File: src/hdl/req_fifo.sv
/*
 * First-word-fall-through FIFO with a configurable payload type.
 * The head entry is always visible on dout while empty is low; pop
 * removes it. Pushes while full and pops while empty are ignored.
 */
`timescale 1ns/10ps
`default_nettype none

module req_fifo #(
  parameter type payload_t = logic [31:0],
  parameter int  DEPTH     = 4
) (
  input  logic     clk,
  input  logic     resetn,
  input  logic     push,
  input  payload_t din,
  input  logic     pop,
  output payload_t dout,
  output logic     full,
  output logic     empty
);

  localparam int AW = (DEPTH > 1) ? $clog2(DEPTH) : 1;
  localparam int CW = $clog2(DEPTH + 1);

  payload_t      mem [DEPTH];
  logic [AW-1:0] wr_ptr;
  logic [AW-1:0] rd_ptr;
  logic [CW-1:0] count;
  logic          do_push;
  logic          do_pop;

  // pointers wrap at DEPTH, which need not be a power of two.
  function automatic logic [AW-1:0] next_ptr(input logic [AW-1:0] ptr);
    return (ptr == AW'(DEPTH - 1)) ? '0 : ptr + 1'b1;
  endfunction

  assign do_push = push && !full;
  assign do_pop  = pop && !empty;
  assign full    = (count == CW'(DEPTH));
  assign empty   = (count == '0);
  assign dout    = mem[rd_ptr];

  always_ff @(posedge clk) begin
    if (!resetn) begin
      wr_ptr <= '0;
      rd_ptr <= '0;
      count  <= '0;
    end else begin
      if (do_push) begin
        wr_ptr <= next_ptr(wr_ptr);
      end
      if (do_pop) begin
        rd_ptr <= next_ptr(rd_ptr);
      end
      if (do_push && !do_pop) begin
        count <= count + 1'b1;
      end else if (do_pop && !do_push) begin
        count <= count - 1'b1;
      end
    end
  end

  always_ff @(posedge clk) begin
    if (do_push) begin
      mem[wr_ptr] <= din;
    end
  end

endmodule

`default_nettype wire

File: config.mk
export PLATFORM = sky130hd
export DESIGN_NAME = req_fifo
export DESIGN_NICKNAME = d
export VERILOG_FILES = /design/src/hdl/req_fifo.sv
export SDC_FILE = /design/constraint.sdc
export NUM_CORES = 1
export LEC_CHECK = 0
export BUFFER_PORTS_ARGS = -buffer_cell sky130_fd_sc_hd__buf_4
export CORE_MARGIN = 5
export CORE_UTILIZATION = 45
export CTS_CLUSTER_SIZE = 25
export DETAILED_ROUTE_END_ITERATION = 8
export SLEW_MARGIN = 10
export SYNTH_ARGS = -nofsm -noshare
export SYNTH_HDL_FRONTEND = slang
export SYNTH_SLANG_ARGS = --single-unit
File: constraint.sdc
create_clock -name clk -period 5.4 [get_ports clk]
set_input_delay 0.81 -clock clk [delete_from_list [all_inputs] [get_ports clk]]
set_output_delay 0.81 -clock clk [all_outputs]
set_load 0.01 [all_outputs]
==> results.ini <==
[run_status]
status=completed

[final_layout]
fin_nets=341
insertedDiodeCount=0
utilization_pct=55.7
synthToLayoutAreaGrowth_pct=22.6
layout_common_cells=edfxtp_1 (128), buf_4 (70), mux4_2 (30)
final_common_cell=edfxtp_1
drive_gt1_share_pct=42.1

[sta]
tns_ns=0
final_max_slew_viol_count=0
worst_pin_slew_ns=0.890
max_freq_ghz=0.323
clock_skew_ns=0.00948
hold_viol=0
setup_viol_count_final=0
grt_setup_unrepaired=no
hold_ws_ns=0.502
min_period_ns=3.09
max_slew_margin_pct=40.7
layout_setup_ws_ns=2.31
fin_crit_sh_pct=57.3

[critical_path]
worst-path-stages=3
cp_max_fo=18
cp_common_cell=buf_4
reg2regPathDepth=8
worstSetupEndpoint=dout[11]
rr_startpoint=count[0]
startpoint_type=flop
path_buf_inv=2
reg2reg_to=count[2]
slowest_stage=dfxtp_2
end_kind=primary output
crit_arrival_ns=2.28
crit_family=flip-flops
crit_chain=buf_4 -> mux4_1 -> buf_4
max_stage_delay_ns=0.67
required_ns=4.59
r2r_slack_ns=2.99
path_class=flop to primary output

[synth]
avgSynthCellArea_um2=23.6
syn_area_um2=5140
synth-seq-cells=137
syn_inst=218
ys_seq_area_share_pct=78.3
syn-num-nets=261
synth.distinct_cells=25
yosysWarnings=0

[floorplan]
fp.dieH_um=117
row_count=39
die_x_um=117
initial_utilization_pct=45.4
core-area_um2=11300
die-area_um2=13700
io-pin-count=70

[cts]
cts_setup_buffers=0
htreeDepth=4
clk_pin_slew_worst_paths_ns=0.05
ctsRootBufferMaster=clkbuf_16
clkLatencyLatePin_ns=0.40
ctsHoldBuffers=0
cts.path.max_buffers=2
cts.sinks=137
cts_resized=0
cts_buffers=17
cts_tree=done

[global_route]
grt_pass1_wl_um=13200
grt_max_degree=33
grt_pass1_vias=2449
grtUsageMet1_pct=17.3
overflow=0
globalRouteMet3Util_pct=4.78
grt.busiest_layer=met2
antenna_found_initial=0
track_usage_pct=13.6
grtUsageMet2_pct=21.7

[power_and_ir_drop]
power.density_nw_per_um2=487
ir_drop_v=0.000235
p_leak_uw=0.00217
power_uw=3070

[routing]
first_pass_iters=4
postRouteAntennaNets=0
drt_wl_total_um=8430
viasPerCell=5.07
wl_per_cell_um=18.6
drtIter0Drc=108
vias=2304
drc=0

[placed_design]
place_congestion=0.668
place_worst_setup_slack_ns=2.59
place_hpwl_um=4920
port_buffers=69

[min_path]
hold_path_startpoint=wr_ptr[1]
hp-class=flop to flop

[job]
drv_cap=0

## power by group
group          switching, uW  internal, uW
combinational            282           359
clock                    378           672
sequential              79.6          1300
total                    739          2330
## registers in the layout, indices dropped and copies added, names as in the netlist, named ones only
register  count
count         3
mem         128
rd_ptr        2
wr_ptr        2
## metal layers
metal,wire length [um],share of wire (%)
met5,0,0
met4,44,0.52
met3,436,5.2
met2,4370,52
met1,3580,42
## synthesized netlist by cell type
cell type	instances	area, um^2
dfxtp_1	9	180
buf_12	3	60.1
or3_1	1	6.26
clkbuf_1	1	3.75
nand2_1	6	22.5
nand3_1	2	10.0
inv_1	3	11.3
nor2b_1	2	12.5
mux4_2	30	676
and2_1	5	31.3
mux4_1	2	52.6
ha_1	6	75.1
fa_1	1	20.0
xnor2_1	1	8.76
buf_2	4	20.0
o21ai_0	3	15.0
xor2_1	1	8.76
buf_6	1	11.3
o31ai_1	1	7.51
a21boi_0	1	7.51
nor3_1	1	5.00
mux2i_1	3	30.0
edfxtp_1	128	3840
nor3b_2	1	12.5
nor2_1	2	7.51
## worst reg2reg max path, stage by stage (launching register included)
cell	delay (ns)
dfxtp_1	0.45
nor3b_2	0.08
nor2b_1	0.47
ha_1	0.28
inv_1	0.06
fa_1	0.37
xor2_1	0.17
or3_1	0.29
a21boi_0	0.15
## area by class of cell
cell class	instances	area [um^2]
Multi-Input combinational cell	69	1010
Tap cell	143	179
Fill cell	884	5020
Inverter	3	11.3
Clock inverter	10	103
Timing Repair Buffer	70	526
Clock buffer	22	444
Sequential cell	137	4030
## worst min path at each step
| stage | end | slack (ns) | depth (start not counted) |
|---|---|---|---|
| floorplan | wr_ptr[1] | 0.47 | 2 |
| global placement | wr_ptr[1] | 0.48 | 2 |
| detailed placement | wr_ptr[1] | 0.50 | 2 |
| CTS | wr_ptr[1] | 0.51 | 2 |
| global route | wr_ptr[1] | 0.53 | 2 |
| finish | wr_ptr[1] | 0.50 | 2 |
## metrics by stage
stage / area (um^2) / instances
3_3_place_gp: 5760 / 422
3_5_place_dp: 5760 / 422
5_1_grt: 6300 / 454
4_1_cts: 6300 / 454
6_report: 6300 / 454
2_1_floorplan: 5140 / 218
## kinds of logic (layout without fill, tap and decap cells)
logic type / count (synthesis) / in the layout / synth area share (%)
flip-flops: 137 / 137 / 78.3
AO/OA/AOI/OAI: 5 / 5 / 0.584
XOR/XNOR: 2 / 2 / 0.341
multiplexers: 35 / 35 / 14.8
adder cells (fa/ha/maj): 7 / 7 / 1.85
AND/OR/NAND/NOR: 20 / 20 / 2.09
buffers and inverters: 12 / 105 / 2.07
No activity file was read; power rests on OpenSTA's default activity.
