<file path="src/hdl/psram_defs.svh">
/*
 * Widths, buffer depths, command codes and transfer bit counts for the
 * quad-SPI PSRAM memory port. Included by the package and by any module
 * that needs one of these constants.
 */
`ifndef PSRAM_DEFS_SVH
`define PSRAM_DEFS_SVH

// host side geometry is 8M words of 32 bits.
`define PSRAM_ADDR_W      23
`define PSRAM_DATA_W      32

`define REQ_FIFO_DEPTH    4
`define RSP_FIFO_DEPTH    4

// command codes as seen by the PSRAM part.
`define CMD_QUAD_WRITE    8'h38
`define CMD_QUAD_READ     8'hEB
`define CMD_WRITE         8'h02
`define CMD_READ          8'h03

`define READ_WAIT_CYCLES  6

// bits shifted per phase on the serial interface.
`define XFER_CMD_BITS     8
`define XFER_ADDR_BITS    24
`define XFER_BYTE_BITS    8
`define XFER_HALF_BITS    16
`define XFER_WORD_BITS    32

`endif
</file>
<file path="src/hdl/psram_pkg.sv">
/*
 * Shared types of the PSRAM memory port: address, data and strobe words,
 * the request record that travels through the request FIFO, and the
 * state encoding of the QSPI controller.
 */
`default_nettype none

package psram_pkg;

  `include "psram_defs.svh"

  // the top 2 bits pick the chip, the low 21 bits the word inside it.
  typedef logic [`PSRAM_ADDR_W-1:0]   addr_t;
  typedef logic [`PSRAM_DATA_W-1:0]   word_t;
  // all strobes low marks a read.
  typedef logic [`PSRAM_DATA_W/8-1:0] strb_t;

  typedef struct packed {
    addr_t addr;
    word_t wdata;
    strb_t wstrb;
  } mem_req_t;

  typedef enum logic [2:0] {
    QSPI_IDLE,
    QSPI_SELECT,
    QSPI_CMD,
    QSPI_ADDR,
    QSPI_WAIT,
    QSPI_XFER,
    QSPI_DONE
  } qspi_state_t;

endpackage

`default_nettype wire

</file>
<file path="src/hdl/req_dispatch.sv">
/*
 * Moves requests one at a time from the request FIFO to the QSPI
 * controller over a valid/ready level exchange, and pushes each read
 * word into the response FIFO the cycle ready is seen.
 */
`timescale 1ns/10ps
`default_nettype none

module req_dispatch import psram_pkg::*; (
  input  logic     clk,
  input  logic     resetn,
  input  logic     req_empty,
  input  mem_req_t req_head,
  output logic     req_pop,
  input  logic     rsp_full,
  output logic     rsp_push,
  output word_t    rsp_data,
  output logic     valid,
  input  logic     ready,
  output addr_t    addr,
  output word_t    wdata,
  output strb_t    wstrb,
  input  word_t    rdata
);

  typedef enum logic {
    DISP_IDLE,
    DISP_BUSY
  } disp_state_t;

  disp_state_t state;
  logic        start;
  logic        is_read;

  // a read needs a free response slot. writes never produce a response.
  // ready must have dropped from the previous transaction first.
  assign start = (state == DISP_IDLE) && !req_empty && !ready &&
                 ((req_head.wstrb != '0) || !rsp_full);

  assign is_read  = (wstrb == '0);
  assign valid    = (state == DISP_BUSY);
  assign req_pop  = valid && ready;
  assign rsp_push = req_pop && is_read;
  assign rsp_data = rdata;

  always_ff @(posedge clk) begin
    if (!resetn) begin
      state <= DISP_IDLE;
    end else if (start) begin
      state <= DISP_BUSY;
    end else if (req_pop) begin
      state <= DISP_IDLE;
    end
  end

  // request held stable towards the controller while valid is high.
  always_ff @(posedge clk) begin
    if (start) begin
      addr  <= req_head.addr;
      wdata <= req_head.wdata;
      wstrb <= req_head.wstrb;
    end
  end

endmodule

`default_nettype wire

</file>
<file path="config.mk">
export PLATFORM = sky130hd
export DESIGN_NAME = req_dispatch
export DESIGN_NICKNAME = d
export VERILOG_FILES = /design/src/hdl/psram_pkg.sv /design/src/hdl/req_dispatch.sv
export VERILOG_INCLUDE_DIRS = /design/src /design/src/hdl
export SDC_FILE = /design/constraint.sdc
export NUM_CORES = 1
export LEC_CHECK = 0
export ABC_AREA = 1
export BUFFER_PORTS_ARGS = -buffer_cell sky130_fd_sc_hd__buf_4
export CAP_MARGIN = 0
export CORE_MARGIN = 5
export CORE_UTILIZATION = 37
export DETAILED_ROUTE_END_ITERATION = 16
export GPL_TIMING_DRIVEN = 0
export HOLD_SLACK_MARGIN = 0.15
export MAX_ROUTING_LAYER = met4
export PLACE_DENSITY = 0.88
export SETUP_SLACK_MARGIN = 0.05
export SKIP_LAST_GASP = 1
export SLEW_MARGIN = 0
export SYNTH_ARGS = -nofsm -noshare
export SYNTH_HDL_FRONTEND = slang
export SYNTH_SLANG_ARGS = --single-unit
</file>
<file path="constraint.sdc">
create_clock -name clk -period 2.9 [get_ports clk]
set_input_delay 0.145 -clock clk [delete_from_list [all_inputs] [get_ports clk]]
set_output_delay 0.145 -clock clk [all_outputs]
set_load 0.02 [all_outputs]
</file>
==> results.json <==
{
  "synth_top_family_by_area": "buffers and inverters",
  "portBuffers": 157,
  "layout_common_cells": "189 x buf_4, 61 x dlygate4sd3_1, 59 x edfxtp_1",
  "netlist_instances": 107,
  "yosysSeqAreaShare_pct": 85.0,
  "hold_buffers": 61,
  "ir_worst_vdd_v": 0.000292,
  "die_area_um2": 7300,
  "topRoutingLayerUsed": "met4",
  "drt-total-wl_mm": 7.28,
  "maxCapViolations": 0,
  "multi_input_area_um2": 60.1,
  "clkPwrFrac_pct": 29.3,
  "cts_max_level": 3,
  "seq_area_um2": 1790,
  "synth_simple_gate_area_share_pct": 2.43,
  "critPathKind": "in2reg",
  "vias": 1773,
  "drt-pass1-iter-count": 4,
  "wire_per_inst_um": 17.6,
  "pre_cts_slack_ns": 1.40,
  "fill_cells": 318,
  "postCtsSetupRepairBufs": 0,
  "synth-compound-area-share_pct": 0.416,
  "worstSetupStartpointType": "primary input",
  "status": "complete, no violations",
  "total_leakage_power_nw": 1.86,
  "place_area_um2": 3400,
  "p_switching_w": 0.000454,
  "cts_tree": "done",
  "cp.required_ns": 2.89,
  "io_pins": 190,
  "hold_viol": 0,
  "hp-class": "in2reg",
  "grt_pass1_wl_mm": 10.5,
  "root_buffer": "clkbuf_8",
  "wl_met3_um": 586,
  "fin_area_um2": 4160,
  "max_freq_ghz": 0.647,
  "syn_to_final_growth_pct": 97.2,
  "numCtsBuffers": 9,
  "rsz0062_at_grt": "false",
  "drc": 0,
  "clockBufferDepth": 2,
  "clock_skew_ns": 0.00240,
  "synth.area.mux_share_pct": 0,
  "postRouteAntennaNets": 0,
  "slowest_delay_ns": 0.54,
  "crit_slowest_cell": "dlygate4sd3_1",
  "drt_iter0_drc": 91,
  "grtUsageTotal_pct": 20.1,
  "place_congestion": 0.798,
  "grt_overflow": 0,
  "finalSetupViolations": 0,
  "grt_max_degree": 49,
  "synth-xor-area-share_pct": 0,
  "pwr-share-comb_pct": 18.9,
  "die_h_um": 85.5,
  "maxSlewViolCount": 0,
  "layout.nets": 433,
  "wl_met1_mm": 2.37,
  "rows": 27,
  "die_w_um": 85.5,
  "path_cells": "dlygate4sd3_1 > buf_4 > nor2_1 > nand3_1 > nand2_1 > inv_2 > buf_12",
  "power_frac_seq_pct": 51.8,
  "path_clk_slew_ns": 0.06,
  "clock_sinks": 60,
  "synth_nets": 203,
  "drive_gt1_share_pct": 60.6,
  "p_per_area_nw_per_um2": 471,
  "syn_area_um2": 2110,
  "ctsResizeCount": 0,
  "clk_latency_ns": 0.31,
  "tightest_slew_ns": 0.284,
  "setup_tns_ns": 0,
  "via_per_inst": 4.29,
  "yosysWarningCount": 0,
  "endpoint_kind": "register",
  "synth_cell_type_count": 9,
  "dr_wl_met2_mm": 4.19,
  "grt_pass1_vias": 1984,
  "arrival_ns": 1.54,
  "power_w": 0.00196,
  "switching_share_pct": 23.2,
  "power.internal_w": 0.00150,
  "initial_core_util_pct": 38.3,
  "syn_area_per_cell_um2": 19.7,
  "utilization_pct": 75.5,
  "setup_slack_ns": 1.35,
  "min_period_ns": 1.55,
  "synth_fa_ha_area_share_pct": 0,
  "maxSlewHeadroom_pct": 81.1,
  "grt_antenna_before_repair": 0,
  "synth_seq_cells": 60,
  "core_area_um2": 5510,
  "fin_crit_sh_pct": 53.3,
  "path_max_fanout": 48,
  "final_common_cell": "buf_4"
}
synth_stat cells, drive strengths merged:
library cell,count,area share [%]
inv,4,0.71
nor2,3,0.53
nor3,2,0.95
nand3,1,0.24
edfxtp,59,84
buf,32,11
nand2,4,0.71
a21oi,1,0.42
dfxtp,1,0.95
layer usage:
layer,up-vias,track usage [%]
met5,-,-
met2,110,38.8
met3,10,5.05
met1,840,18.4
li1,813,-
met4,0,8.35
path summary, 6_finish.rpt:
check / startpoint / end / slack (ns) / cells past startpoint
worst max register to register: valid / addr[3] / 1.40 / 4
worst min register to register: valid / wstrb[1] / 0.89 / 3
worst min-delay path: req_empty / wstrb[1] / 0.40 / 4
worst max-delay path: req_head[3] / addr[3] / 1.35 / 7
sequential cells by signal, indices dropped and copies added, names as in the netlist:
| signal | cells |
|---|---|
| wdata | 32 |
| addr | 23 |
| wstrb | 4 |
| valid | 1 |
cell families after synthesis:
family	after synthesis
buf+inv	36
simple gates	10
flops	60
compound gates	1
worst max-delay path, delay by kind of cell:
family	cells	cell delay, ns
buffers and inverters	4	1.18
AND/OR/NAND/NOR	3	0.19
metrics by stage:
step | hold WS (ns) | instances
2_1_floorplan | 0.244 | 107
3_3_place_gp | 0.323 | 336
3_5_place_dp | 0.324 | 337
4_1_cts | 0.379 | 412
5_1_grt | 0.429 | 412
6_report | 0.398 | 413
power groups by stage:
stage | Sequential, W | Combinational, W | Clock (W)
after detailed placement | 0.00103 | 0.000298 | 0
after global routing | 0.00102 | 0.000388 | 0.000636
final | 0.00101 | 0.000369 | 0.000573
after floorplan | 0.00108 | 0.0000826 | 0
after CTS | 0.00101 | 0.000366 | 0.000591
after global placement | 0.00103 | 0.000286 | 0
final cells by class:
type                       count  share of cell area [%]
clock buffer                  10                    3.07
sequential                    60                    43.1
inverter                       4                   0.361
clock inverter                 4                   0.452
timing repair buffer         219                    43.5
tap                           72                    2.17
buffer                        32                    5.78
antenna                        1                  0.0602
multi-input combinational     11                    1.45
No activity file was read; power rests on OpenSTA's default activity.
